--- config.mk ---
export PLATFORM = sky130hd
export DESIGN_NAME = frame_arbiter
export DESIGN_NICKNAME = d
export VERILOG_FILES = /design/src/source/arb_pkg.sv /design/src/source/arb_ctrl_if.sv /design/src/source/arb_fsm.sv /design/src/source/gap_timer.sv /design/src/source/port_select.sv /design/src/source/frame_arbiter.sv
export SDC_FILE = /design/constraint.sdc
export NUM_CORES = 1
export LEC_CHECK = 0
export BUFFER_PORTS_ARGS = -buffer_cell sky130_fd_sc_hd__buf_2
export CAP_MARGIN = 20
export CORE_MARGIN = 5
export CORE_UTILIZATION = 28
export CTS_CLUSTER_DIAMETER = 120
export DETAILED_ROUTE_END_ITERATION = 8
export PLACE_DENSITY = 0.57
export SYNTH_ARGS = -nofsm -noshare
export SYNTH_HDL_FRONTEND = slang
export SYNTH_SLANG_ARGS = --single-unit
--- constraint.sdc ---
create_clock -name clk -period 2.25 [get_ports clk]
set_input_delay 0.1125 -clock clk [delete_from_list [all_inputs] [get_ports clk]]
set_output_delay 0.1125 -clock clk [all_outputs]
set_load 0.02 [all_outputs]
--- src/source/arb_pkg.sv ---
// ************************************************************
// Shared widths, port count and gap length of the arbiter
// Typedefs for port index, beat data, keep and gap counter
// Arbiter phase enum
// ************************************************************

package arb_pkg;

  localparam int num_ports  = 8;
  localparam int data_w     = 8;

  // Idle cycles after each frame, 0 skips the gap phase
  localparam int gap_cycles = 2;

  typedef logic [2:0]        port_idx_t;
  typedef logic [data_w-1:0] data_t;
  typedef logic [0:0]        keep_t;
  typedef logic [1:0]        gap_cnt_t;

  typedef enum logic [1:0] {
    phase_idle,
    phase_frame,
    phase_gap
  } phase_e;

endpackage

--- src/source/arb_ctrl_if.sv ---
// ************************************************************
// Control links between the arbiter FSM, gap timer and
// port selector
// ************************************************************

`timescale 1ns/10ps

interface arb_ctrl_if ();

  arb_pkg::phase_e phase;
  logic            beat_accept;
  logic            beat_last;
  logic            gap_start;
  logic            gap_done;

  modport fsm (
    input  beat_accept, beat_last, gap_done,
    output phase, gap_start
  );

  modport selector (
    input  phase,
    output beat_accept, beat_last
  );

  modport timer (
    input  gap_start,
    output gap_done
  );

endinterface

--- src/source/arb_fsm.sv ---
// ************************************************************
// Arbiter FSM with idle, frame and gap phases
// Raises the gap timer start on an accepted last beat
// ************************************************************

`timescale 1ns/10ps

module arb_fsm (
  input logic      clk,
  input logic      rstn,
  arb_ctrl_if.fsm  ctrl
);

  arb_pkg::phase_e phase;
  arb_pkg::phase_e next_phase;
  arb_pkg::phase_e end_phase;
  logic            last_accept;

  assign last_accept = ctrl.beat_accept & ctrl.beat_last;

  // Phase after a frame ends
  assign end_phase = (arb_pkg::gap_cycles != 0) ? arb_pkg::phase_gap : arb_pkg::phase_idle;

  always_comb begin
    next_phase = phase;
    case (phase)
      arb_pkg::phase_idle: begin
        if (last_accept) begin
          next_phase = end_phase;
        end else if (ctrl.beat_accept) begin
          next_phase = arb_pkg::phase_frame;
        end
      end
      arb_pkg::phase_frame: begin
        if (last_accept) begin
          next_phase = end_phase;
        end
      end
      arb_pkg::phase_gap: begin
        if (ctrl.gap_done) begin
          next_phase = arb_pkg::phase_idle;
        end
      end
      default: next_phase = arb_pkg::phase_idle;
    endcase
  end

  always_ff @(posedge clk) begin
    if (!rstn) begin
      phase <= arb_pkg::phase_idle;
    end else begin
      phase <= next_phase;
    end
  end

  assign ctrl.phase     = phase;
  assign ctrl.gap_start = last_accept & (arb_pkg::gap_cycles != 0);

  // Gap is entered only right after an accepted last beat
  a_gap_entry: assert property (@(posedge clk) disable iff (!rstn)
    (phase != arb_pkg::phase_gap) ##1 (phase == arb_pkg::phase_gap)
    |-> $past(ctrl.beat_accept && ctrl.beat_last));

  // Selector must block all transfers during the gap
  a_no_beat_in_gap: assert property (@(posedge clk) disable iff (!rstn)
    (phase == arb_pkg::phase_gap) |-> !ctrl.beat_accept);

endmodule

--- src/source/gap_timer.sv ---
// ************************************************************
// Down-counter for the inter-frame gap
// ************************************************************

`timescale 1ns/10ps

module gap_timer (
  input logic       clk,
  input logic       rstn,
  arb_ctrl_if.timer ctrl
);

  arb_pkg::gap_cnt_t cnt;

  // Loaded as the last beat is taken, so the final gap cycle
  // is the one where the count sits at zero
  always_ff @(posedge clk) begin
    if (!rstn) begin
      cnt <= '0;
    end else if (ctrl.gap_start) begin
      cnt <= arb_pkg::gap_cnt_t'(arb_pkg::gap_cycles - 1);
    end else if (cnt != '0) begin
      cnt <= cnt - 1'b1;
    end
  end

  assign ctrl.gap_done = (cnt == '0);

  // Start only with a nonzero gap and the previous count run out
  a_no_wrap: assert property (@(posedge clk) disable iff (!rstn)
    ctrl.gap_start |-> (arb_pkg::gap_cycles != 0) && ctrl.gap_done);

endmodule

--- src/source/port_select.sv ---
// ************************************************************
// Priority encoder and grant register for the input ports
// Output stream mux and ready demux
// ************************************************************

`timescale 1ns/10ps

module port_select (
  input  logic                                        clk,
  input  logic                                        rstn,
  arb_ctrl_if.selector                                ctrl,
  input  arb_pkg::data_t [arb_pkg::num_ports-1:0]     s_tdata,
  input  arb_pkg::keep_t [arb_pkg::num_ports-1:0]     s_tkeep,
  input  logic           [arb_pkg::num_ports-1:0]     s_tvalid,
  input  logic           [arb_pkg::num_ports-1:0]     s_tlast,
  output logic           [arb_pkg::num_ports-1:0]     s_tready,
  output arb_pkg::data_t                              m_tdata,
  output arb_pkg::keep_t                              m_tkeep,
  output logic                                        m_tvalid,
  output logic                                        m_tlast,
  input  logic                                        m_tready
);

  arb_pkg::port_idx_t enc_idx;
  arb_pkg::port_idx_t grant;
  arb_pkg::port_idx_t sel;
  logic               any_valid;
  logic               active;
  logic               accept;

  assign any_valid = |s_tvalid;

  // Highest numbered valid port wins
  // Falls back to port 7 with no valid port
  always_comb begin
    enc_idx = arb_pkg::port_idx_t'(arb_pkg::num_ports - 1);
    for (int i = 0; i < arb_pkg::num_ports; i++) begin
      if (s_tvalid[i]) begin
        enc_idx = arb_pkg::port_idx_t'(i);
      end
    end
  end

  // Locked choice for the rest of the frame
  always_ff @(posedge clk) begin
    if (!rstn) begin
      grant <= arb_pkg::port_idx_t'(arb_pkg::num_ports - 1);
    end else if (accept && ctrl.phase == arb_pkg::phase_idle) begin
      grant <= enc_idx;
    end
  end

  assign sel = (ctrl.phase == arb_pkg::phase_frame) ? grant : enc_idx;

  always_comb begin
    case (ctrl.phase)
      arb_pkg::phase_idle:  active = any_valid;
      arb_pkg::phase_frame: active = 1'b1;
      default:              active = 1'b0;
    endcase
  end

  // Payload follows the selected port even when blocked
  assign m_tdata  = s_tdata[sel];
  assign m_tkeep  = s_tkeep[sel];
  assign m_tlast  = s_tlast[sel];
  assign m_tvalid = active & s_tvalid[sel];

  always_comb begin
    s_tready = '0;
    if (active) begin
      s_tready[sel] = m_tready;
    end
  end

  assign accept           = m_tvalid & m_tready;
  assign ctrl.beat_accept = accept;
  assign ctrl.beat_last   = accept & m_tlast;

  // Only the port in use may see ready
  a_ready_onehot: assert property (@(posedge clk) disable iff (!rstn)
    $onehot0(s_tready));

endmodule

--- src/source/frame_arbiter.sv ---
// ************************************************************
// Eight-port fixed-priority Ethernet frame arbiter, top level
// FSM, gap timer and port selector joined by the control link
// ************************************************************

`timescale 1ns/10ps

module frame_arbiter (
  input  logic                                    clk,
  input  logic                                    rstn,
  input  arb_pkg::data_t [arb_pkg::num_ports-1:0] s_tdata,
  input  arb_pkg::keep_t [arb_pkg::num_ports-1:0] s_tkeep,
  input  logic           [arb_pkg::num_ports-1:0] s_tvalid,
  input  logic           [arb_pkg::num_ports-1:0] s_tlast,
  output logic           [arb_pkg::num_ports-1:0] s_tready,
  output arb_pkg::data_t                          m_tdata,
  output arb_pkg::keep_t                          m_tkeep,
  output logic                                    m_tvalid,
  output logic                                    m_tlast,
  input  logic                                    m_tready
);

  arb_ctrl_if i_ctrl ();

  arb_fsm i_fsm (
    .clk  (clk),
    .rstn (rstn),
    .ctrl (i_ctrl.fsm)
  );

  gap_timer i_gap_timer (
    .clk  (clk),
    .rstn (rstn),
    .ctrl (i_ctrl.timer)
  );

  // Stream path is combinational end to end
  port_select i_port_select (
    .clk      (clk),
    .rstn     (rstn),
    .ctrl     (i_ctrl.selector),
    .s_tdata  (s_tdata),
    .s_tkeep  (s_tkeep),
    .s_tvalid (s_tvalid),
    .s_tlast  (s_tlast),
    .s_tready (s_tready),
    .m_tdata  (m_tdata),
    .m_tkeep  (m_tkeep),
    .m_tvalid (m_tvalid),
    .m_tlast  (m_tlast),
    .m_tready (m_tready)
  );

endmodule

## Word level (Yosys, flattened, before mapping)

Index checks and enable logic that the tools add are counted.

- Flip-flop bits (word level): 7
- Bits in latches: 0
- Memory bits (writable): 0
- ROM bits: 0
- Input bits: 91
- Output and inout port bits: 19
- Logic and storage cells: 55
- Memories kept: 0

- Add/sub/neg operators: 1
- Multipliers: 0
- Div/mod/pow operators: 0
- $lt $le $gt $ge: 2
- Eq/ne operators: 5
- Shift operators: 0
- Multiplexer cells: 28
- Bitwise operators: 6
- Reductions and logical operators: 9

Operators with widths:

| cell | number |
|---|---|
| 2-to-1 mux 3 bit | 9 |
| binary-select mux 8 bit (select 3 bit) | 1 |
| 2-to-1 mux 8 bit | 2 |
| binary-select mux 1 bit (select 3 bit) | 3 |
| bitwise AND 8 bit | 1 |
| 2-to-1 mux 2 bit | 4 |
| OR reduction 8 bit | 1 |
| 2-to-1 mux 1 bit | 6 |
| case mux 2 bit (3 select lines) | 1 |
| bitwise AND 1 bit | 4 |
| zero test 2 bit | 2 |
| < comparator 3 x 4 -> 1 bit (second input constant) | 1 |
| inequality test 2 bit (second input constant) | 2 |
| nonzero test 2 bit | 2 |
| demux 1 bit (select 3 bit) | 1 |
| greater-or-equal comparator 3 x 1 -> 1 bit (second input constant) | 1 |
| inequality test 3 x 2 -> 1 bit (second input constant) | 1 |
| AND reduction 3 bit | 1 |
| equality test 2 x 1 -> 1 bit (second input constant) | 1 |
| equality test 2 bit (second input constant) | 1 |
| logical AND 1 bit | 2 |
| case mux 1 bit (2 select lines) | 1 |
| OR reduction 2 bit | 1 |
| subtractor 2 x 1 -> 2 bit (second input constant) | 1 |
| inverter 1 bit | 1 |

## Longest topological paths before layout

Gate-level depths: netlist of the first run.

- Depth in word-level cells: 17
- Mapped depth: 9
- Depth with buffers taken out: 7

## By module

A second synthesis of the first run with hierarchy kept.

- Cells, all modules: 241
- Area total of the unflattened synthesis: 1,670.4 um^2

Modules (own cells, without submodules):

| module | times used | cells each | area an instance (um^2) | sequential area each (um^2) |
|---|---|---|---|---|
| port_select | 1 | 221 | 1,462.7 | 60.1 |
| gap_timer | 1 | 11 | 113.9 | 40.0 |
| arb_fsm | 1 | 9 | 93.8 | 40.0 |

## Least setup slack after synthesis of the first run

No wires, ideal clock.

- Kind: reg2reg
- Start: register i_fsm.phase[1], in the netlist i_fsm.ctrl.phase[1]
- End: register i_fsm.phase[0], in the netlist i_fsm.ctrl.phase[0]
- Setup time: 0.128 ns
- Arrival time: 2.106 ns
- Required time: 2.122 ns
- Slack: 0.016 ns
- Stages on the path, launching flop included: 8
- Buffers on the path: 0
- Clock period less this slack: 2.234 ns
- Cell sequence: dfxtp_1 > nand2b_2 > mux2_4 > a211oi_1 > a211oi_1 > nor4_2 > nand2_1 > nor4bb_4

- Elaborated cells on any way between the ends: 19
- Classes of those cells: eq/ne (5); mux (8); bitwise (4); reduce/logical (2)

RTL lines:

| element | line | RTL |
|---|---|---|
| start, declared | arb_fsm.sv:14 | `arb_pkg::phase_e phase;` |
| start signal, assigned | arb_fsm.sv:50 | `phase <= arb_pkg::phase_idle;` |
| start signal, assigned | arb_fsm.sv:52 | `phase <= next_phase;` |
| equality test 2 x 1 -> 1 bit * | port_select.sv:53 | `assign sel = (ctrl.phase == arb_pkg::phase_frame) ? grant : enc_idx;` |
| 2-to-1 mux 3 bit * | port_select.sv:53 |  |
| binary-select mux 1 bit (select 3 bit) * | port_select.sv:66 | `assign m_tlast = s_tlast[sel];` |
| 2-to-1 mux 1 bit (not written as such) * | port_select.sv:66 |  |
| net m_tlast | frame_arbiter.sv:19 | `output logic m_tlast,` |
| bitwise AND 1 bit * | port_select.sv:78 | `assign ctrl.beat_last = accept & m_tlast;` |
| bitwise AND 1 bit * | arb_fsm.sv:19 | `assign last_accept = ctrl.beat_accept & ctrl.beat_last;` |
| inequality test 3 x 2 -> 1 bit (no source line) (tied with other cells) | - |  |
| AND reduction 3 bit (no source line) or case mux 2 bit (3 select lines) (tied branches) | - |  |

The timed path passes the listed nets; every way through them passes the cells marked *. The select of a mux whose other input is x is not followed.
A chain may end at the register's enable or synchronous reset.

## Worst setup path after layout of the first run

- Start: register i_fsm.phase[1], in the netlist i_fsm.ctrl.phase[1]
- End: output port m_tdata[5]

- Word-level cells in the longest chain between the ends: 4

RTL lines:

| element | line | RTL |
|---|---|---|
| equality test 2 x 1 -> 1 bit | port_select.sv:53 |  |
| 2-to-1 mux 3 bit | port_select.sv:53 |  |
| binary-select mux 8 bit (select 3 bit) | port_select.sv:64 | `assign m_tdata = s_tdata[sel];` |
| 2-to-1 mux 8 bit (not written as such) | port_select.sv:64 |  |
| end, declared | frame_arbiter.sv:16 | `output arb_pkg::data_t m_tdata,` |

Every way passes these cells. The select of a mux whose other input is x is not followed.

==> metrics, run 1 <==
Die Ht=82.9 um; most frequent cell after synthesis=nand2_1; Area growth, synth to finish=70.5%; Cell Count, Final, Fillers Out=~440; row cnt=26; Buffers on Ports=between 100 and 150; dpl hpwl=between 5000 and 6000 um; fmax=about 420 MHz; FFs w/ async S/R, synth=0%; fin crit period=around 2.4 ns; gr usage total=between 10% and 20%; RSZ-0062 raised after global routing=true; global-route wire length before repair=about 11,000 um; share of the synthesized area in the top cell type=about a fifth; worst-skew pair later-pin latency=approximately 0.22 ns; main area contributors after synthesis=nand2_1 (20%), a21oi_1 (14%), dfxtp_1 (9.4%); total leakage power=~0.0012 uW; Pins Over Slew Limit=0; vias in the first global route=2,216; Crit. path cell count=8; # setup viols final=9; Buf/Inv on CP=2; syn_nets=about 340; delay-heaviest family, CP=simple AND/OR/NAND/NOR gates; failing checks=setup timing; Commonest cells post-synth=nand2_1 (79), a21oi_1 (41), nor2_1 (18), or4_1 (9); DP Worst Slack=roughly 0.053 ns; CP max-delay cell=or4_1; switching share of power=a little over two fifths; slowest stage delay, CP=approximately 0.50 ns; share of cells above drive strength 1=between 40% and 50%; Starting DRT DRC Count=75; CP Max Fanout=10; critical path required time=roughly 2.1 ns; P_sw=between 500 and 600 uW; Nets=462; starting density of the core=around 29%; number of CTS-inserted buffers=3; Hold Fails Final Rpt=0; Pre-antenna DRT Iters=4; Post-Syn Area=between 1000 and 1500 um^2; CTS tree=done; Syn Area/Cell=approximately 6 um^2; Seq cells post-synth=7; Root Driver=clkbuf_8; vias per inst=between 5 and 6; H-tree depth=1; combinational fraction of design power=between 70 and 80%; Inst Count DP=~430; crit start category=flip-flop; Worst slew margin=72.5%; R2R cell count=8; DR DRC count=0; crit-path cells=nand2b_4, mux2_4, a21o_4, buf_16, nand2_1, a21oi_1, or4_1, buf_2; I/O pins=110; Multi-input gate area=1360 um^2; PD cells=approximately 480 nW/um^2; total grt overflow=0; Clock Sinks=7; CTS Hold Buffers Added=0; Main synth FF type=dfxtp_1; initial antenna violation count=0; Slew @ Worst Pin=approximately 0.41 ns; routed vias=2,269; Die Footprint=about 6900 um^2; Layout Utilization=between 40% and 50%; hold depth=2; Filler Cell Count=around 580; internal power=about 700 uW; drt wl/cell=15.8 um; ANT cells=0; critical path capture point type=primary output; synth warn=0; crit path kind=flip-flop to primary output; Post-synth EDFFs=0; Placeable Area=about 5100 um^2; Antenna Nets Post-Route=0; fin crit share=105%; Yosys top cell by area=nand2_1; status=finished with violations; Mapped Cells=about 250; Reg area=approximately 150 um^2; Worst EP arrival=2.24 ns; HP Class=input pin to flip-flop; Flop pwr share=14.0%; Max clock buf depth=2; PnR worst setup slack=-0.107 ns; Clk pwr share=between 10% and 20%; VDD IR-drop max=between 400 and 500 uV; sequential area share after synthesis=9.43%; largest net degree at the start of global routing=40; Clock Skews=0.00220 ns; Worst-path clk slew=about 0.04 ns; global placer's final weighted congestion=0.861; drt total wl=between 6000 and 7000 um; Synth cell types=52; Max Cap Viol=0; DIE WIDTH=between 80 and 90 um
per-layer routing:
metal  part of all wire [%]  global-route usage, %
met4                      0                   2.38
met1                     40                   21.4
met5                      0                      0
met3                    6.7                   3.37
met2                     53                   35.6
flip-flops by register name, summed over array words and instances, names as in the netlist:
name,cells
i_port_select.grant,3
i_fsm.ctrl.phase,2
i_gap_timer.cnt,2
area by class of cell:
| cell class | instances | area share (%) |
|---|---|---|
| inverter | 7 | 1.04 |
| clock buffer | 4 | 1.78 |
| multi-input combinational | 217 | 53.5 |
| timing repair buffer | 134 | 34.6 |
| tap | 70 | 3.46 |
| sequential | 7 | 5.73 |
final timing paths:
path              slack, ns                             start                                  end
setup / recovery      -0.11  i_fsm.ctrl.phase[1]$_SDFFE_PN0P_                           m_tdata[5]
hold / removal         0.13                              rstn  i_port_select.grant[1]$_SDFFE_PN1P_
hold reg to reg        0.53  i_fsm.ctrl.phase[1]$_SDFFE_PN0P_     i_fsm.ctrl.phase[0]$_SDFFE_PN0P_
setup reg to reg       0.04  i_fsm.ctrl.phase[1]$_SDFFE_PN0P_     i_fsm.ctrl.phase[0]$_SDFFE_PN0P_
power groups by stage:
| stage | logic [uW] | registers, uW | clock network, uW |
|---|---|---|---|
| floorplan | 451 | 170 | 0 |
| global placement | 684 | 168 | 0 |
| detailed placement | 691 | 170 | 0 |
| CTS | 804 | 172 | 181 |
| global route | 961 | 174 | 188 |
| finish | 879 | 171 | 173 |
kinds of logic (layout without fill, tap and decap cells):
group                      after synthesis  after routing  synth area share, %
AOI/OAI and AO/OA                       78             78                 35.0
xor gates and xnor gates                 1              1                0.589
adders and majority gates                1              1                0.842
buffers and inverters                   23            145                 7.74
DFF                                      7              7                 9.43
muxes                                    2              2                 1.68
and+or+nand+nor                        135            135                 44.7
layout by cell type, fill, tap and decap left out, types with 4 or more instances in the layout:
cell type and count:
nand3_1 4, or4_4 6, buf_6 6, nor2_1 17
or4_1 4, dfxtp_1 5, nand2_2 4, buf_4 20
nor3_1 4, nand2_1 74, a21oi_2 7, a31oi_1 6
inv_1 7, buf_2 102, a21oi_1 35
metrics by stage:
step                      total power (uW)  area [um^2]  setup TNS (ns)  hold WS [ns]
after floorplan                        622         1490               0         0.192
after global placement                 852         2180               0         0.361
after detailed placement               861         2180               0         0.362
after CTS                             1160         2380          -0.686         0.127
after global routing                  1320         2530           -1.36         0.133
final                                 1220         2530          -0.678         0.135
what timing repair did:
item / 4_1_cts / 5_1_grt
cloned: 3 / 1
resized for setup: 24 / 24
pin swaps: 4 / 2
endpoints found under the setup margin: 10 / 11
buffers inserted: 1 / 4
Note: power is estimated with default switching activity, not from simulation.
==> run 2, diff against run 1 <==
--- a/config.mk
+++ b/config.mk
@@ -7,11 +7,13 @@
 export LEC_CHECK = 0
 export BUFFER_PORTS_ARGS = -buffer_cell sky130_fd_sc_hd__buf_2
 export CAP_MARGIN = 20
+export CORE_ASPECT_RATIO = 0.7
 export CORE_MARGIN = 5
 export CORE_UTILIZATION = 28
 export CTS_CLUSTER_DIAMETER = 120
 export DETAILED_ROUTE_END_ITERATION = 8
-export PLACE_DENSITY = 0.57
+export PLACE_DENSITY = 0.55
 export SYNTH_ARGS = -nofsm -noshare
 export SYNTH_HDL_FRONTEND = slang
+export SYNTH_HIERARCHICAL = 1
 export SYNTH_SLANG_ARGS = --single-unit
==> run 2 against run 1 <==
The run still ends with setup timing left. Via count increased by 5.6%. Cell count rose by 5.5%. Total power grew 24%. Count of clock-buffer cells in the layout stayed put. Global-route usage down 1.1 points. Sequential share of layout area decreased by 1.0 points. Area after synthesis is 12% higher. Combinational power is 34% higher. Non-clock buffer count increased by 27. First-iteration DRC count down 9.3%. Critical path type unchanged. Critical endpoint is now m_tlast. Largest power group unchanged. Highest routed layer is now met4.
==> metrics, run 2 <==
status=finished with violations (unchanged); failing checks=setup timing (unchanged); FFs w/ async S/R, synth=0% (unchanged); vias in the first global route=2,313 (was 2,216); Antenna Nets Post-Route=0 (unchanged); ANT cells=0 (unchanged); main area contributors after synthesis=mux2i_1 (19%), dfxtp_1 (8.4%), nand3_1 (8.4%) (was nand2_1 (20%), a21oi_1 (14%), dfxtp_1 (9.4%)); Placeable Area=5760 um^2 (was 5140 um^2); uppermost layer routed=met4 (was met3); most frequent cells in the layout=buf_2 (96), mux2i_1 (30), buf_4 (30) (was buf_2 (102), nand2_1 (74), a21oi_1 (35)); syn_nets=334 (was 339); Yosys top cell by area=mux2i_1 (was nand2_1); share of the synthesized area in the top cell type=19.2% (was 19.9%); drt total wl=7180 um (was 6920 um); Die Footprint=7630 um^2 (was 6870 um^2); CTS Hold Buffers Added=0 (unchanged); I/O pins=110 (unchanged); starting density of the core=29.0% (was 28.9%); crit path kind=flip-flop to primary output (unchanged); Layout Utilization=54.8% (was 49.3%); H-tree depth=1 (unchanged); met2 routed WL=3390 um (was 3650 um); vias per inst=5.18 (was 5.17); total grt overflow=0 (unchanged); Pre-antenna DRT Iters=4 (unchanged); Area growth, synth to finish=89.0% (was 70.5%); Max Cap Viol=0 (unchanged); worst-skew pair later-pin latency=0.23 ns (was 0.22 ns); critical path capture point type=primary output (unchanged); global placer's final weighted congestion=0.858 (was 0.861); Worst EP arrival=2.20 ns (was 2.24 ns); Seq cells post-synth=7 (unchanged); Biggest register=i_port_select/grant (was i_port_select.grant); Main synth FF type=dfxtp_1 (unchanged); Post-synth EDFFs=0 (unchanged); fin crit share=103% (was 105%); Mapped Cells=241 (was 247); Max clock buf depth=2 (unchanged); WHS=0.138 ns (was 0.135 ns); PD cells=482 nW/um^2 (was 483 nW/um^2); routed vias=2,397 (was 2,269); fmax=432 MHz (was 424 MHz); number of CTS-inserted buffers=3 (unchanged); total leakage power=0.00148 uW (was 0.00124 uW); PnR worst setup slack=-0.0671 ns (was -0.107 ns); Hold Fails Final Rpt=0 (unchanged); Clock Sinks=7 (unchanged); Filler Cell Count=553 (was 577); metal1 wirelength=3060 um (was 2800 um); HP Class=input pin to flip-flop (unchanged); VDD IR-drop max=263 uV (was 411 uV); global-route wire length before repair=10,600 um (was 10,900 um); Clock Skews=0.00397 ns (was 0.00220 ns); biggest regs=i_port_select/grant x3, i_fsm/ctrl.phase x2, i_gap_timer/cnt x2 (was i_port_select.grant x3, i_fsm.ctrl.phase x2, i_gap_timer.cnt x2); Cell Count, Final, Fillers Out=463 (was 439); Root Driver=clkbuf_8 (unchanged); Slew @ Worst Pin=0.708 ns (was 0.409 ns); Commonest cells post-synth=mux2i_1 (32), nor2_1 (31), nand3_1 (28), nand2_1 (16), a211oi_1 (12) (was nand2_1 (79), a21oi_1 (41), nor2_1 (18), or4_1 (9)); most frequent cell after synthesis=mux2i_1 (was nand2_1); drt wl/cell=15.5 um (was 15.8 um); Syn Area/Cell=6.93 um^2 (was 6.02 um^2); # setup viols final=7 (was 9); Nets=482 (was 462); synth warn=6 (was 0); WL met3=610 um (was 466 um); largest net degree at the start of global routing=33 (was 40); Worst slew margin=52.2% (was 72.5%); sequential area share after synthesis=8.39% (was 9.43%); gr usage total=17.3% (was 18.5%); Worst-path clk slew=0.04 ns (about the same); share of cells above drive strength 1=54.4% (was 47.4%); DR DRC count=0 (unchanged); Buffers on Ports=109 (unchanged); initial antenna violation count=0 (unchanged); most common cell after layout, fill and taps aside=buf_2 (unchanged); fin crit period=2.32 ns (was 2.36 ns); Inst Count DP=438 (was 426); row cnt=23 (was 26); Synth cell types=45 (was 52); crit start category=flip-flop (unchanged); RSZ-0062 raised after global routing=true (unchanged); Die Ht=74.6 um (was 82.9 um); Starting DRT DRC Count=68 (was 75); DIE WIDTH=102 um (was 82.9 um); Largest register FFs=3 (unchanged); dpl hpwl=5260 um (was 5160 um); CTS tree=done (unchanged); reg2reg setup slack=0.01 ns (was 0.04 ns); CP Max Fanout=6 (was 10); Pins Over Slew Limit=0 (unchanged); critical path required time=2.14 ns (about the same); Post-Syn Area=1670 um^2 (was 1490 um^2)
## run 2: changes by cell type in the layout (fill, tap and decap cells not counted), sizes merged, moves of 6 or more
cell    before  now
a21boi       3   10
mux2i        1   32
nor3         4   10
nor2        19   31
a211oi       2   12
a21oi       42    0
and2         1   10
buf        133  161
or4         10    2
nand2       79   17
nand3        4   28
o211a        0   10
## run 2: layout make-up
type	instances	area, um^2	share of cell area, %
well taps	75	93.8	2.97
flip-flops and latches	7	148	4.68
repair buffers	161	1200	38.2
clock buffers	4	45.0	1.43
inverters	6	25.0	0.793
multi-input cells	210	1640	52.0
## run 2: critical path, stage by stage, from the launching register on
cell and delay, ns:
dfxtp_4 0.34, nand2b_4 0.15, mux2_4 0.30, o21ba_4 0.30, buf_12 0.13, buf_8 0.11, mux2i_1 0.16, a21boi_2 0.18
o211a_1 0.17, buf_6 0.12
## run 2: cells by family (layout without fill, tap and decap cells)
group	count (synthesis)	after routing	share of synthesized area, %
xor gates and xnor gates	1	1	0.524
adders and majority gates	2	2	1.50
AOI/OAI and AO/OA	55	55	27.2
buffers and inverters	24	171	5.99
DFF	7	7	8.39
and+or+nand+nor	119	119	36.6
muxes	33	33	19.9
## run 2: repair_timing
item | CTS | global route
pin swaps | 10 | 22
setup endpoints to repair | 13 | 23
cloned | 3 | 0
setup buffers | 19 | 1
gates resized for setup | 72 | 41
hold endpoints to repair | 0 | 0
## run 2: final timing paths
check / end / cells after the start / start
worst max-delay path: m_tlast / 9 / i_fsm/ctrl.phase[1]$_SDFFE_PN0P_
worst min-delay path: i_port_select/grant[2]$_SDFFE_PN1P_ / 2 / rstn
worst max register to register: i_gap_timer/cnt[0]$_SDFFE_PN0P_ / 11 / i_fsm/ctrl.phase[1]$_SDFFE_PN0P_
worst min register to register: i_port_select/grant[0]$_SDFFE_PN1P_ / 2 / i_port_select/grant[0]$_SDFFE_PN1P_
## run 2: power breakdown
| part | switching, uW | internal, uW |
|---|---|---|
| clock network | 53.1 | 122 |
| logic | 551 | 628 |
| registers | 16.2 | 151 |
| total | 621 | 902 |
## run 2: metal layers
metal,track usage [%],up-vias
met5,0,-
met4,4.80,0
met3,3.43,12
met2,28.6,89
met1,23.2,1104
li1,-,1192
## run 2: stage by stage
stage	setup TNS (ns)	total power (uW)	area (um^2)	worst slack [ns]
floorplan	-0.0150	734	1680	-0.0150
global placement	-0.239	1020	2480	-0.0799
detailed placement	-0.383	1030	2480	-0.128
CTS	-0.332	1440	3000	-0.0735
global route	-1.27	1630	3160	-0.144
finish	-0.218	1520	3160	-0.0671
